==> config.mk <==
export PLATFORM = sky130hd
export DESIGN_NAME = maskedSboxTop
export DESIGN_NICKNAME = d
export VERILOG_FILES = /design/src/hdl/maskPkg.sv /design/src/hdl/sboxRandIf.sv /design/src/hdl/domMulGf4.sv /design/src/hdl/gf4Inverter.sv /design/src/hdl/maskedSbox.sv /design/src/hdl/maskedSboxTop.sv
export SDC_FILE = /design/constraint.sdc
export NUM_CORES = 1
export LEC_CHECK = 0
export BUFFER_PORTS_ARGS = -buffer_cell sky130_fd_sc_hd__buf_2
export CELL_PAD_IN_SITES_DETAIL_PLACEMENT = 0
export CELL_PAD_IN_SITES_GLOBAL_PLACEMENT = 1
export CORE_ASPECT_RATIO = 0.8
export CORE_MARGIN = 1
export CORE_UTILIZATION = 35
export CTS_BUF_LIST = sky130_fd_sc_hd__clkbuf_4 sky130_fd_sc_hd__clkbuf_8
export DETAILED_ROUTE_END_ITERATION = 7
export PLACE_DENSITY = 0.71
export SLEW_MARGIN = 0
export SYNTH_ARGS = -nofsm -noshare
export SYNTH_HDL_FRONTEND = slang
export SYNTH_SLANG_ARGS = --single-unit
export TNS_END_PERCENT = 100
==> constraint.sdc <==
create_clock -name ClkxCI -period 4.1 [get_ports ClkxCI]
set_input_delay 0.41 -clock ClkxCI [delete_from_list [all_inputs] [get_ports ClkxCI]]
set_output_delay 0.41 -clock ClkxCI [all_outputs]
set_load 0.1 [all_outputs]
==> src/hdl/maskPkg.sv <==
// Masked S-box shared definitions
package maskPkg;

    // GF(2^4) element, polynomial basis modulo x^4 + x + 1
    typedef logic [3:0] gf4T;

    localparam logic [7:0] sboxAffineConst = 8'h63;
    localparam int sboxLatency = 5;

    // Norm scaling constant nu, root of y^2 + y + nu spans GF(2^8)
    localparam gf4T sqScConst = 4'h8;

    // AES bit k to tower byte, column k at index k
    localparam logic [7:0][7:0] mapInCols = {
        8'h5e, 8'hd8, 8'hb5, 8'h14, 8'h47, 8'hcf, 8'h62, 8'h11
    };

    // Tower bit k to affine-transformed AES byte
    localparam logic [7:0][7:0] mapOutCols = {
        8'hec, 8'h8a, 8'h28, 8'hc9, 8'h68, 8'h38, 8'h9c, 8'hd6
    };

    // Four fresh bits per share pair
    function automatic int domRandBits(input int shares);
        return 2 * shares * (shares - 1);
    endfunction

    // Pair {i,j} position in the randomness vector, pairs in row order
    function automatic int pairIdx(input int shares, input int i, input int j);
        int lo;
        int hi;
        lo = (i < j) ? i : j;
        hi = (i < j) ? j : i;
        return lo * (2 * shares - lo - 1) / 2 + (hi - lo - 1);
    endfunction

    function automatic gf4T gf4Mul(input gf4T a, input gf4T b);
        logic [6:0] prod;
        prod = '0;
        for (int k = 0; k < 4; k++) begin
            if (b[k]) begin
                prod ^= 7'(a) << k;
            end
        end
        // Fold x^6..x^4 back with x^4 = x + 1
        for (int k = 6; k >= 4; k--) begin
            if (prod[k]) begin
                prod ^= 7'b0010011 << (k - 4);
            end
        end
        return prod[3:0];
    endfunction

    function automatic gf4T gf4Sq(input gf4T a);
        return {a[3], a[3] ^ a[1], a[2], a[2] ^ a[0]};
    endfunction

    function automatic gf4T gf4SqSc(input gf4T a);
        return gf4Mul(gf4Sq(a), sqScConst);
    endfunction

    // Sum of the columns selected by x
    function automatic logic [7:0] mulCols8(input logic [7:0][7:0] cols, input logic [7:0] x);
        logic [7:0] acc;
        acc = '0;
        for (int k = 0; k < 8; k++) begin
            if (x[k]) begin
                acc ^= cols[k];
            end
        end
        return acc;
    endfunction

    // High nibble is the coefficient of W^16, low nibble of W
    function automatic logic [7:0] linMapIn(input logic [7:0] x);
        return mulCols8(mapInCols, x);
    endfunction

    // Back to the AES basis with the affine matrix folded in
    function automatic logic [7:0] linMapOut(input logic [7:0] t);
        return mulCols8(mapOutCols, t);
    endfunction

endpackage

==> src/hdl/sboxRandIf.sv <==
// S-box fresh randomness bundle
interface sboxRandIf #(
    parameter int Shares = 2
);
    localparam int RandBits = maskPkg::domRandBits(Shares);

    // Outer multiplications
    logic [RandBits-1:0] zSqSc;
    logic [RandBits-1:0] zMsb;
    logic [RandBits-1:0] zLsb;

    // Inverter multiplications and refresh
    logic [RandBits-1:0] zInvA;
    logic [RandBits-1:0] zInvB;
    logic [RandBits-1:0] zInvRef;

    modport source (
        output zSqSc, zMsb, zLsb, zInvA, zInvB, zInvRef
    );

    modport sink (
        input zSqSc, zMsb, zLsb, zInvA, zInvB, zInvRef
    );

endinterface

==> src/hdl/domMulGf4.sv <==
// DOM multiplier in GF(2^4)
module domMulGf4 #(
    parameter int Shares = 2,
    parameter bit SqSc = 1'b0
) (
    input  logic                                    ClkxCI,
    input  logic [4*Shares-1:0]                     XShares,
    input  logic [4*Shares-1:0]                     YShares,
    input  logic [maskPkg::domRandBits(Shares)-1:0] Z,
    output logic [4*Shares-1:0]                     QShares
);

    for (genvar i = 0; i < Shares; i++) begin : gDomain
        maskPkg::gf4T termD [Shares];
        maskPkg::gf4T termQ [Shares];
        maskPkg::gf4T sumQ;

        // Inner term at j == i, blinded cross terms elsewhere
        always_comb begin
            for (int j = 0; j < Shares; j++) begin
                if (j == i) begin
                    termD[j] = maskPkg::gf4Mul(XShares[4*i +: 4], YShares[4*i +: 4]);
                    if (SqSc) begin
                        // Linear term stays inside its own domain
                        termD[j] ^= maskPkg::gf4SqSc(XShares[4*i +: 4] ^ YShares[4*i +: 4]);
                    end
                end else begin
                    // Same nibble on both sides of the pair, cancels in the sum
                    termD[j] = maskPkg::gf4Mul(XShares[4*i +: 4], YShares[4*j +: 4])
                             ^ Z[4*maskPkg::pairIdx(Shares, i, j) +: 4];
                end
            end
        end

        // Register before any recombination
        always_ff @(posedge ClkxCI) begin
            termQ <= termD;
        end

        always_comb begin
            sumQ = '0;
            for (int j = 0; j < Shares; j++) begin
                sumQ ^= termQ[j];
            end
        end

        assign QShares[4*i +: 4] = sumQ;
    end

endmodule

==> src/hdl/gf4Inverter.sv <==
// Shared GF(2^4) inverter
module gf4Inverter #(
    parameter int Shares = 2
) (
    input  logic                ClkxCI,
    input  logic [4*Shares-1:0] XShares,
    sboxRandIf.sink             rnd,
    output logic [4*Shares-1:0] QShares
);

    logic [4*Shares-1:0] xRefreshed;
    logic [4*Shares-1:0] xSquared;
    logic [4*Shares-1:0] xSquaredQ;
    logic [4*Shares-1:0] xCubed;
    logic [4*Shares-1:0] xTwelfth;

    // Fresh sharing of x for the x^2 * x product
    always_comb begin
        xRefreshed = XShares;
        for (int i = 0; i < Shares; i++) begin
            for (int j = i + 1; j < Shares; j++) begin
                xRefreshed[4*i +: 4] ^= rnd.zInvRef[4*maskPkg::pairIdx(Shares, i, j) +: 4];
                xRefreshed[4*j +: 4] ^= rnd.zInvRef[4*maskPkg::pairIdx(Shares, i, j) +: 4];
            end
        end
    end

    // Squaring is linear, done share by share
    for (genvar i = 0; i < Shares; i++) begin : gSquare
        assign xSquared[4*i +: 4] = maskPkg::gf4Sq(XShares[4*i +: 4]);
        assign xTwelfth[4*i +: 4] = maskPkg::gf4Sq(maskPkg::gf4Sq(xCubed[4*i +: 4]));
    end

    // x^3 after one cycle
    domMulGf4 #(
        .Shares(Shares),
        .SqSc  (1'b0)
    ) mulCube (
        .ClkxCI (ClkxCI),
        .XShares(xSquared),
        .YShares(xRefreshed),
        .Z      (rnd.zInvA),
        .QShares(xCubed)
    );

    // Keep x^2 aligned with x^3
    always_ff @(posedge ClkxCI) begin
        xSquaredQ <= xSquared;
    end

    // x^12 * x^2 = x^14, maps 0 to 0
    domMulGf4 #(
        .Shares(Shares),
        .SqSc  (1'b0)
    ) mulInverse (
        .ClkxCI (ClkxCI),
        .XShares(xTwelfth),
        .YShares(xSquaredQ),
        .Z      (rnd.zInvB),
        .QShares(QShares)
    );

endmodule

==> src/hdl/maskedSbox.sv <==
// Five-stage masked AES S-box datapath
module maskedSbox #(
    parameter int Shares = 2
) (
    input  logic                ClkxCI,
    input  logic [8*Shares-1:0] XShares,
    sboxRandIf.sink             rnd,
    output logic [8*Shares-1:0] QShares
);

    logic [8*Shares-1:0] mappedQ;
    logic [4*Shares-1:0] y1Shares;
    logic [4*Shares-1:0] y0Shares;
    logic [4*Shares-1:0] y1Delay [3];
    logic [4*Shares-1:0] y0Delay [3];
    logic [4*Shares-1:0] normShares;
    logic [4*Shares-1:0] invShares;
    logic [4*Shares-1:0] invHigh;
    logic [4*Shares-1:0] invLow;

    // Stage 1, basis change into the tower field
    always_ff @(posedge ClkxCI) begin
        for (int i = 0; i < Shares; i++) begin
            mappedQ[8*i +: 8] <= maskPkg::linMapIn(XShares[8*i +: 8]);
        end
    end

    for (genvar i = 0; i < Shares; i++) begin : gSplit
        assign y1Shares[4*i +: 4] = mappedQ[8*i+4 +: 4];
        assign y0Shares[4*i +: 4] = mappedQ[8*i +: 4];
    end

    // Y1 and Y0 wait for the inverse
    always_ff @(posedge ClkxCI) begin
        y1Delay[0] <= y1Shares;
        y0Delay[0] <= y0Shares;
        for (int k = 1; k < 3; k++) begin
            y1Delay[k] <= y1Delay[k-1];
            y0Delay[k] <= y0Delay[k-1];
        end
    end

    // Stage 2, norm nu*(Y1+Y0)^2 + Y1*Y0
    domMulGf4 #(
        .Shares(Shares),
        .SqSc  (1'b1)
    ) mulSqSc (
        .ClkxCI (ClkxCI),
        .XShares(y1Shares),
        .YShares(y0Shares),
        .Z      (rnd.zSqSc),
        .QShares(normShares)
    );

    // Stages 3 and 4
    gf4Inverter #(
        .Shares(Shares)
    ) inverter (
        .ClkxCI (ClkxCI),
        .XShares(normShares),
        .rnd    (rnd),
        .QShares(invShares)
    );

    // Stage 5, the two halves of the GF(2^8) inverse
    domMulGf4 #(
        .Shares(Shares),
        .SqSc  (1'b0)
    ) mulMsb (
        .ClkxCI (ClkxCI),
        .XShares(invShares),
        .YShares(y0Delay[2]),
        .Z      (rnd.zMsb),
        .QShares(invHigh)
    );

    domMulGf4 #(
        .Shares(Shares),
        .SqSc  (1'b0)
    ) mulLsb (
        .ClkxCI (ClkxCI),
        .XShares(invShares),
        .YShares(y1Delay[2]),
        .Z      (rnd.zLsb),
        .QShares(invLow)
    );

    // Output map per share, affine constant on share 0 only
    always_comb begin
        logic [7:0] outByte;
        for (int i = 0; i < Shares; i++) begin
            outByte = maskPkg::linMapOut({invHigh[4*i +: 4], invLow[4*i +: 4]});
            if (i == 0) begin
                outByte ^= maskPkg::sboxAffineConst;
            end
            QShares[8*i +: 8] = outByte;
        end
    end

endmodule

==> src/hdl/maskedSboxTop.sv <==
// Masked S-box top level
module maskedSboxTop #(
    parameter int Shares = 2
) (
    input  logic                                    ClkxCI,
    input  logic                                    rst,
    input  logic                                    InValid,
    input  logic [8*Shares-1:0]                     XShares,
    input  logic [maskPkg::domRandBits(Shares)-1:0] ZSqSc,
    input  logic [maskPkg::domRandBits(Shares)-1:0] ZMsb,
    input  logic [maskPkg::domRandBits(Shares)-1:0] ZLsb,
    input  logic [maskPkg::domRandBits(Shares)-1:0] ZInvA,
    input  logic [maskPkg::domRandBits(Shares)-1:0] ZInvB,
    input  logic [maskPkg::domRandBits(Shares)-1:0] ZInvRef,
    output logic                                    OutValid,
    output logic [8*Shares-1:0]                     QShares
);

    localparam int Latency = maskPkg::sboxLatency;

    logic [Latency-1:0] validPipe;

    sboxRandIf #(
        .Shares(Shares)
    ) rndIf ();

    assign rndIf.zSqSc   = ZSqSc;
    assign rndIf.zMsb    = ZMsb;
    assign rndIf.zLsb    = ZLsb;
    assign rndIf.zInvA   = ZInvA;
    assign rndIf.zInvB   = ZInvB;
    assign rndIf.zInvRef = ZInvRef;

    maskedSbox #(
        .Shares(Shares)
    ) sbox (
        .ClkxCI (ClkxCI),
        .XShares(XShares),
        .rnd    (rndIf),
        .QShares(QShares)
    );

    // Strobe follows the data through all stages
    always_ff @(posedge ClkxCI) begin
        if (rst) begin
            validPipe <= '0;
        end else begin
            validPipe <= {validPipe[Latency-2:0], InValid};
        end
    end

    assign OutValid = validPipe[Latency-1];

endmodule

==> flow_metrics.env, run 1 <==
export IMPL_ys_ff_latch=157
export IMPL_die_area_mm2=0.02869
export IMPL_post_cts_buffers=0
export IMPL_grt_pass1_vias=6725
export IMPL_drive_gt1_share_pct=10.99
export IMPL_routedWlPerCell_um=13.80
export IMPL_syn_area_mm2=0.009804
export IMPL_synthTopCellsByArea="dfxtp_1, xnor2_1, xor2_1"
export IMPL_cts_tree="built"
export IMPL_crit_type="flop to flop"
export IMPL_hold_end="sbox.mappedQ[13]"
export IMPL_yosysSeqAreaShare_pct=32.06
export IMPL_critPathCaptureType="flop"
export IMPL_cap_viol_max_count=0
export IMPL_synth_edf_count=0
export IMPL_async_flop_share_pct=0
export IMPL_avgSynthCellArea_um2=8.416
export IMPL_antenna_found_initial=0
export IMPL_rows=54
export IMPL_syn2layout_area_growth_pct=9.546
export IMPL_yosys_most_used_dff="dfxtp_1"
export IMPL_track_usage_pct=15.69
export IMPL_reg2reg_from="sbox.mulSqSc.gDomain[1].termQ[3]"
export IMPL_wl_met3_um=888
export IMPL_grt_max_degree=23
export IMPL_synth_cell_types=56
export IMPL_drv_slew=0
export IMPL_cts_max_level=4
export IMPL_die_h_um=151.7
export IMPL_multi_input_area_mm2=0.006321
export IMPL_synth_top_area_share_pct=32.06
export IMPL_cp_start_kind="flop"
export IMPL_io_pins=60
export IMPL_hold_viol_final=0
export IMPL_start_util_pct=35.83
export IMPL_r2r_end="sbox.inverter.mulCube.gDomain[1].termQ[0]"
export IMPL_die_w_um=189.1
export IMPL_period_share_pct=75.14
export IMPL_seq_area_mm2=0.003143
export IMPL_r2r_slack_ns=1.02
export IMPL_first_pass_iters=5
export IMPL_synth_warnings=0
export IMPL_met2_length_mm=9.236
export IMPL_crit_path_start="sbox.mulSqSc.gDomain[1].termQ[3]"
export IMPL_arrival_ns=3.40
export IMPL_grt_ovfl_total=0
export IMPL_ant_nets=0
export IMPL_hold_path_class="primary input to flop"
export IMPL_clk_pin_slew_worst_paths_ns=0.09
export IMPL_whs_path_depth=2
export IMPL_cts_made_buffers=17
export IMPL_cts_buffer_depth=2
export IMPL_synth_fp_nets=1214
export IMPL_slew_limit_headroom_pct=29.02
export IMPL_period_minus_slack_ns=3.081
export IMPL_top_layer="met4"
export IMPL_rsz0062_at_grt="no"
export IMPL_wirelength_mm=21.48
export IMPL_io_buffer_count=59
export IMPL_syn_inst=1165
export IMPL_worst_ep_required_time_ns=4.42
export IMPL_tns_ns=0
export IMPL_path_max_fanout=19
export IMPL_cts_sinks=157
export IMPL_core_area_mm2=0.02736
export IMPL_cts_root_buf="clkbuf_8"
export IMPL_drt_met1_wl_mm=11.15
export IMPL_min_from="XShares[9]"
export IMPL_setup_violations_final=0
export IMPL_fmax_mhz=324.6
export IMPL_post_dp_hpwl_mm=15.30
export IMPL_drcViolationCount=0
export IMPL_tightest_slew_ns=1.061
export IMPL_cts_hold_buf=0
export IMPL_clock_skew_final_ns=0.01646
export IMPL_final_cell_mix="xnor2_1, nand2_1, dfxtp_1"
export IMPL_cts_resized=0
export IMPL_vias_per_cell=4.631
export IMPL_reg2reg_depth=9
export IMPL_drtIter0Drc=575
export IMPL_fillers=2778
export IMPL_layout_cells_most_common="xnor2_1"
export IMPL_antenna_cells=0
export IMPL_grt_pass1_wl_mm=35.49
export IMPL_nets=1228
export IMPL_status="complete, no violations"
export IMPL_insertion_delay_ns=0.46
export IMPL_place_congestion=0.8148
export IMPL_synth_area_leader_cell="dfxtp_1"
export IMPL_num_vias=7206
-- cell usage after synthesis, types with 2 or more instances --
cell,n
xnor2_1,288
nand2_1,198
dfxtp_1,157
xor2_1,106
nor2_1,75
clkbuf_1,58
o21ai_0,55
a21oi_1,44
a22oi_1,22
nand2b_1,13
o22ai_1,11
buf_2,10
inv_1,10
nor3_1,10
mux2i_1,7
nand3_1,7
buf_1,6
ha_1,6
xnor2_2,6
a22o_1,5
nor2b_1,5
xnor3_1,5
a21o_1,4
clkbuf_2,4
mux2_2,4
or3_1,4
and3_1,3
nand3b_1,3
o211ai_1,3
o22a_1,3
a211oi_1,2
a21oi_2,2
a31oi_1,2
a32oi_1,2
and2_1,2
clkinv_1,2
or2_2,2
-- worst max-delay path by stage --
stage / end / slack [ns] / depth (start not counted)
detailed placement: sbox.inverter.mulCube.gDomain[1].termQ[0] / 1.05 / 9
CTS: sbox.inverter.mulCube.gDomain[1].termQ[0] / 1.04 / 9
global route: sbox.inverter.mulCube.gDomain[1].termQ[0] / 0.65 / 9
finish: sbox.inverter.mulCube.gDomain[1].termQ[0] / 1.02 / 9
floorplan: QShares[3] / 0.16 / 5
global placement: sbox.inverter.mulCube.gDomain[1].termQ[1] / 1.15 / 9
-- sequential cells by signal (all words and copies together), names as in the netlist, 8 cells and up --
| name | flops |
|---|---|
| sbox.mulMsb.gDomain.termQ | 16 |
| sbox.inverter.mulCube.gDomain.termQ | 16 |
| sbox.inverter.xSquaredQ | 8 |
| sbox.mulSqSc.gDomain.termQ | 16 |
| sbox.y0Delay | 24 |
| sbox.inverter.mulInverse.gDomain.termQ | 16 |
| sbox.mappedQ | 16 |
| sbox.mulLsb.gDomain.termQ | 16 |
| sbox.y1Delay | 24 |
-- logic make-up after synthesis --
group | synth area share [%]
AO/OA/AOI/OAI | 10.36
flip-flops | 32.06
XOR/XNOR | 38.03
AND/OR/NAND/NOR | 13.83
multiplexers | 1.174
adder cells (fa/ha/maj) | 0.7657
buffers and inverters | 3.777
-- metal layers --
layer	vias up	global-route usage (%)
met2	154	24.15
met5	-	0
met1	3285	22.44
met4	0	3.831
met3	14	2.948
li1	3753	-
-- layout make-up --
cell class | count | share of cell area (%)
multi-input combinational | 916 | 58.85
clock inverter | 15 | 1.212
clock buffer | 17 | 2.178
inverter | 13 | 0.4543
timing repair buffer | 74 | 3.798
sequential | 157 | 29.26
tap | 364 | 4.240
-- metrics by stage --
step	worst slack (ns)	util [%]	instances	instance area, um2	hold WS (ns)
final	1.019	39.25	1556	10740	0.1564
after floorplan	0.1626	-	1165	9834	0.3096
after CTS	1.036	39.25	1556	10740	0.1258
after global routing	0.6462	39.25	1556	10740	0.1243
after global placement	1.150	37.92	1524	10380	0.3106
after detailed placement	1.050	37.92	1524	10380	0.3121
-- worst max-delay path, stage by stage (launching register included) --
cell and delay, ns:
dfxtp_1 0.33, xnor2_2 0.43, inv_1 0.36, ha_1 0.74, nand2b_1 0.19, o22ai_1 0.07, o21ai_0 0.19, nor4b_1 0.23
o21ai_0 0.21, xnor2_1 0.19
Power of run 1 is left out: the tool's default activity adds up to more than one toggle a clock period on the data nets, which glitch-free logic cannot reach.
==> run 2, diff against run 1 <==
--- a/config.mk
+++ b/config.mk
@@ -5,6 +5,7 @@
 export SDC_FILE = /design/constraint.sdc
 export NUM_CORES = 1
 export LEC_CHECK = 0
+export ABC_AREA = 1
 export BUFFER_PORTS_ARGS = -buffer_cell sky130_fd_sc_hd__buf_2
 export CELL_PAD_IN_SITES_DETAIL_PLACEMENT = 0
 export CELL_PAD_IN_SITES_GLOBAL_PLACEMENT = 1
@@ -13,7 +14,7 @@
 export CORE_UTILIZATION = 35
 export CTS_BUF_LIST = sky130_fd_sc_hd__clkbuf_4 sky130_fd_sc_hd__clkbuf_8
 export DETAILED_ROUTE_END_ITERATION = 7
-export PLACE_DENSITY = 0.71
+export PLACE_DENSITY = 0.76
 export SLEW_MARGIN = 0
 export SYNTH_ARGS = -nofsm -noshare
 export SYNTH_HDL_FRONTEND = slang
==> constraint.sdc (replaced) <==
create_clock -name ClkxCI -period 2.5 [get_ports ClkxCI]
set_input_delay 0.25 -clock ClkxCI [delete_from_list [all_inputs] [get_ports ClkxCI]]
set_output_delay 0.25 -clock ClkxCI [all_outputs]
set_load 0.1 [all_outputs]
==> run 2 against run 1 <==
Compared with the run above: synthesized area up 7.4%; sequential share of layout area is 2.6 points lower; cell count increased by 26%; cell area rose by 9.9%.
==> flow_metrics.env, run 2 <==
export IMPL_setup_violations_final=0
export IMPL_track_usage_pct=17.04
export IMPL_synth_cell_types=29
export IMPL_start_util_pct=35.79
export IMPL_crit_end="QShares[3]"
export IMPL_die_area_mm2=0.03079
export IMPL_period_minus_slack_ns=2.349
export IMPL_fmax_mhz=425.7
export IMPL_die_w_um=195.9
export IMPL_grt_pass1_vias=8020
export IMPL_antenna_found_initial=0
export IMPL_synth_edf_count=0
export IMPL_crit_type="flop to primary output"
export IMPL_critPathCaptureType="primary output"
export IMPL_stdcell_count=1968
export IMPL_fillers=3077
export IMPL_drv_slew=0
export IMPL_synth_area_leader_cell="dfxtp_1"
export IMPL_synth_top_area_share_pct=29.84
export IMPL_arrival_ns=2.10
export IMPL_status="complete, no violations"
export IMPL_grt_max_degree=18
export IMPL_cp_start_kind="flop"
export IMPL_top_regs="sbox.y0Delay (24), sbox.y1Delay (24)"
export IMPL_syn_area_mm2=0.01053
export IMPL_drtIter0Drc=611
export IMPL_rsz0062_at_grt="no"
export IMPL_clock_skew_final_ns=0.01876
export IMPL_layout_cells_most_common="nand2_1"
export IMPL_hold_viol_final=0
export IMPL_cts_made_buffers=17
export IMPL_r2r_end="sbox.inverter.mulInverse.gDomain[0].termQ[1]"
export IMPL_drcViolationCount=0
export IMPL_syn_inst=1511
export IMPL_grt_pass1_wl_mm=41.23
export IMPL_path_max_fanout=3
export IMPL_yosysMostFrequentCell="nand2_1"
export IMPL_syn2layout_area_growth_pct=12.09
export IMPL_grt_ovfl_total=0
export IMPL_io_pins=60
export IMPL_crit_path_start="sbox.mulMsb.gDomain[0].termQ[3]"
export IMPL_dp_worst_setup_slack_ns=0.5093
export IMPL_io_buffer_count=59
export IMPL_post_cts_buffers=0
export IMPL_hold_path_class="primary input to flop"
export IMPL_post_dp_hpwl_mm=19.89
export IMPL_dp_cells=1929
export IMPL_antenna_cells=0
export IMPL_nets=1627
export IMPL_ant_nets=0
export IMPL_routedWlPerCell_um=12.88
export IMPL_core_area_mm2=0.02943
export IMPL_async_flop_share_pct=0
export IMPL_clk_pin_slew_worst_paths_ns=0.09
export IMPL_place_congestion=0.9152
export IMPL_synth_warnings=0
export IMPL_num_vias=8805
export IMPL_first_pass_iters=5
export IMPL_synth_fp_nets=1560
export IMPL_slew_limit_headroom_pct=58.60
export IMPL_die_h_um=157.2
export IMPL_cts_root_buf="clkbuf_8"
export IMPL_ys_ff_latch=157
export IMPL_cts_sinks=157
export IMPL_hold_ws_ns=0.05744
export IMPL_vias_per_cell=4.474
export IMPL_cap_viol_max_count=0
export IMPL_cts_buffer_depth=2
export IMPL_reg2reg_depth=15
export IMPL_r2r_slack_ns=0.53
export IMPL_reg2reg_from="sbox.inverter.mulCube.gDomain[0].termQ[3]"
export IMPL_fin_ws_ns=0.1511
export IMPL_yosys_top_cells_count="nand2_1, xor2_1, dfxtp_1"
export IMPL_rows=56
export IMPL_tns_ns=0
export IMPL_worst_ep_required_time_ns=2.25
export IMPL_drive_gt1_share_pct=10.31
export IMPL_final_cell_mix="nand2_1, xor2_1, dfxtp_1"
export IMPL_cts_max_level=4
export IMPL_cts_tree="built"
export IMPL_avgSynthCellArea_um2=6.970
export IMPL_wirelength_mm=25.34
export IMPL_synthTopCellsByArea="dfxtp_1, nand2_1, xor2_1"
export IMPL_period_share_pct=93.96
export IMPL_yosysSeqAreaShare_pct=29.84
export IMPL_tightest_slew_ns=0.6204
export IMPL_yosys_most_used_dff="dfxtp_1"
export IMPL_insertion_delay_ns=0.48
## run 2: changes by cell type in the layout (fill, tap and decap cells not counted), moves of 22 or more
cell,change
nand2_1,+291
xnor2_1,-151
inv_1,+146
xor2_1,+95
nand3_1,+89
nor2_1,+63
o21ai_0,-46
a21oi_1,-44
nand2_2,+28
a22oi_1,-22
## run 2: worst min-delay path by stage
stage               slack (ns)             endpoint                 from  cells past startpoint
finish                    0.06      sbox.mappedQ[6]           XShares[6]                      3
global route              0.06     sbox.mappedQ[15]          XShares[13]                      2
CTS                       0.03      sbox.mappedQ[6]           XShares[6]                      3
detailed placement        0.31  sbox.y1Delay[0][20]  sbox.y1Delay[0][12]                      0
global placement          0.31  sbox.y0Delay[0][20]  sbox.y0Delay[0][12]                      0
floorplan                 0.31  sbox.y0Delay[0][10]   sbox.y0Delay[0][2]                      0
## run 2: critical path, stage by stage, from the launching register on
cell      delay, ns
dfxtp_1        0.31
xnor2_1        0.35
xnor2_1        0.21
xnor2_1        0.28
xor2_2         0.14
clkbuf_4       0.33
## run 2: logic make-up after synthesis
logic type	count (synthesis)	synth area share, %
xor+xnor	354	29.94
buf+inv	185	7.271
fa+ha+maj	6	0.7128
compound gates	21	1.140
flops	157	29.84
simple gates	788	31.09
## run 2: routing by layer
| metal | up-vias | global-route usage, % | part of all wire [%] |
|---|---|---|---|
| li1 | 4677 | - | - |
| met3 | 19 | 2.893 | 3.8 |
| met2 | 176 | 26.40 | 43 |
| met4 | 0 | 5.022 | 1.4 |
| met5 | - | 0 | 0 |
| met1 | 3933 | 24.10 | 52 |
## run 2: layout make-up
type	count	area [um2]	area share, %
Tap cell	377	471.7	3.996
Clock inverter	14	133.9	1.134
Sequential cell	157	3143	26.62
Inverter	159	596.8	5.056
Clock buffer	18	247.7	2.099
Multi-Input combinational cell	1169	6777	57.40
Timing Repair Buffer	74	435.4	3.688
## run 2: per-stage QoR
step	util (%)	cell area [um2]
6_report	40.11	11810
5_1_grt	40.11	11810
4_1_cts	40.06	11790
3_5_place_dp	38.47	11320
3_3_place_gp	38.47	11320
2_1_floorplan	-	10660
## run 2: repair_timing
action	in CTS	in global routing
cloned	0	0
endpoints found under the setup margin	2	5
endpoints found under the hold margin	9	0
resized for setup	2	5
hold buffers	7	0
Power of run 2 is left out for the same reason.
==> run 3, diff against run 2 <==
--- a/config.mk
+++ b/config.mk
@@ -15,6 +15,7 @@
 export CTS_BUF_LIST = sky130_fd_sc_hd__clkbuf_4 sky130_fd_sc_hd__clkbuf_8
 export DETAILED_ROUTE_END_ITERATION = 7
 export PLACE_DENSITY = 0.76
+export SETUP_SLACK_MARGIN = 0.5
 export SLEW_MARGIN = 0
 export SYNTH_ARGS = -nofsm -noshare
 export SYNTH_HDL_FRONTEND = slang
==> run 3 against run 2 <==
Compared with the run above: cell area increased by 7.5%; critical path depth increased by 1; flip-flop and latch count unchanged; setup slack improved by 0.22 ns; sequential share of layout area decreased by 1.6 points; fmax increased by 10%; first-iteration DRC count decreased by 9.3%.
==> flow_metrics.env, run 3 (synthesis results as in run 2) <==
export IMPL_reg2reg_depth=5
export IMPL_rows=56
export IMPL_r2r_slack_ns=0.64
export IMPL_seq_area_mm2=0.003172
export IMPL_slowest_stage="dfxtp_2"
export IMPL_period_share_pct=85.13
export IMPL_layout_cells_most_common="nand2_1"
export IMPL_tns_ns=0
export IMPL_critPathCaptureType="primary output"
export IMPL_grt_max_degree=18
export IMPL_place_congestion=0.8854
export IMPL_nets=1648
export IMPL_insertion_delay_ns=0.46
export IMPL_reg2reg_from="sbox.inverter.mulInverse.gDomain[0].termQ[1]"
export IMPL_crit_type="flop to primary output"
export IMPL_wirelength_mm=25.87
export IMPL_hold_end="sbox.mappedQ[14]"
export IMPL_path_max_fanout=2
export IMPL_grt_pass1_wl_mm=42.50
export IMPL_tightest_slew_ns=0.7213
export IMPL_multi_input_area_mm2=0.007254
export IMPL_arrival_ns=1.88
export IMPL_rsz0062_at_grt="yes"
export IMPL_track_usage_pct=17.59
export IMPL_ant_nets=0
export IMPL_clk_pin_slew_worst_paths_ns=0.08
export IMPL_io_pins=60
export IMPL_top_regs="sbox.y0Delay (24), sbox.y1Delay (24)"
export IMPL_hold_path_class="primary input to flop"
export IMPL_die_area_mm2=0.03079
export IMPL_min_from="XShares[14]"
export IMPL_die_h_um=157.2
export IMPL_fmax_mhz=469.8
export IMPL_slew_limit_headroom_pct=51.68
export IMPL_grt_pass1_vias=8133
export IMPL_io_buffer_count=59
export IMPL_cap_viol_max_count=0
export IMPL_cts_max_level=4
export IMPL_status="complete, no violations"
export IMPL_grt_ovfl_total=0
export IMPL_die_w_um=195.9
export IMPL_drtIter0Drc=554
export IMPL_num_vias=8871
export IMPL_cp_start_kind="flop"
export IMPL_vias_per_cell=4.460
export IMPL_syn2layout_area_growth_pct=20.51
export IMPL_cts_root_buf="clkbuf_8"
export IMPL_core_area_mm2=0.02943
export IMPL_final_cell_mix="nand2_1, xor2_1, inv_1"
export IMPL_fillers=3028
export IMPL_r2r_end="sbox.mulMsb.gDomain[0].termQ[7]"
export IMPL_cts_sinks=157
export IMPL_whs_path_depth=2
export IMPL_start_util_pct=35.79
export IMPL_antenna_found_initial=0
export IMPL_antenna_cells=0
export IMPL_post_dp_hpwl_mm=20.24
export IMPL_worst_ep_required_time_ns=2.25
export IMPL_cts_buffer_depth=2
export IMPL_clock_skew_final_ns=0.02055
export IMPL_path_cells="xnor2_4 > xnor2_2 > xor2_2 > buf_6 > xor2_4 > buf_12"
export IMPL_routedWlPerCell_um=13.00
export IMPL_period_minus_slack_ns=2.128
export IMPL_setup_violations_final=0
export IMPL_cts_tree="built"
export IMPL_drive_gt1_share_pct=14.64
export IMPL_hold_viol_final=0
export IMPL_final_util_pct=43.13
export IMPL_first_pass_iters=5
export IMPL_cts_made_buffers=17
export IMPL_drv_slew=0
export IMPL_drcViolationCount=0
export IMPL_crit_path_max_incr_delay_ns=0.35
-- run 3: worst max-delay path: cells and delay by family (launching register included) --
kind	cells	cell delay, ns
XOR/XNOR	4	0.74
flip-flops	1	0.35
buffers and inverters	2	0.33
-- run 3: through the flow --
stage	worst slack, ns	instance area, um2	hold WS [ns]	instances
floorplan	0.1126	10970	0.3096	1511
global placement	0.4901	11650	0.3100	1932
detailed placement	0.4267	11650	0.3121	1932
CTS	0.2770	12470	0.002925	1978
global route	0.2683	12690	0.01552	1989
finish	0.3716	12690	0.04084	1989
-- run 3: what timing repair did --
action / in CTS / in global routing
pin swaps: 24 / 16
hold buffers: 6 / 0
setup buffers: 8 / 11
setup endpoints to repair: 14 / 28
resized for setup: 65 / 28
endpoints found under the hold margin: 8 / 0
-- run 3: per-layer routing --
| metal | GRT usage (%) | vias to the layer above | wire length, um |
|---|---|---|---|
| met5 | 0 | - | 0 |
| met4 | 4.390 | 0 | 279 |
| met3 | 2.614 | 21 | 959 |
| met2 | 27.61 | 175 | 11410 |
| met1 | 25.13 | 3968 | 13220 |
| li1 | - | 4707 | - |
-- run 3: layout make-up --
class	count	share of cell area, %
repair buffers	95	6.211
flip-flops and latches	157	24.99
clock inverters	13	1.144
well taps	377	3.717
multi-input cells	1169	57.16
inverters	159	4.762
clock buffers	19	2.011
-- run 3: how the worst max path moves through the flow --
stage                     slack [ns]                       startpoint     endpoint  cells past startpoint
after floorplan                 0.11  sbox.mulMsb.gDomain[1].termQ[4]  QShares[11]                      4
after global placement          0.49  sbox.mulLsb.gDomain[0].termQ[3]   QShares[5]                      5
after detailed placement        0.43  sbox.mulLsb.gDomain[0].termQ[3]   QShares[5]                      5
after CTS                       0.28  sbox.mulMsb.gDomain[1].termQ[3]  QShares[15]                      6
after global routing            0.27  sbox.mulLsb.gDomain[0].termQ[7]   QShares[5]                      6
final                           0.37  sbox.mulLsb.gDomain[0].termQ[7]   QShares[5]                      6
Power of run 3 is left out for the same reason.
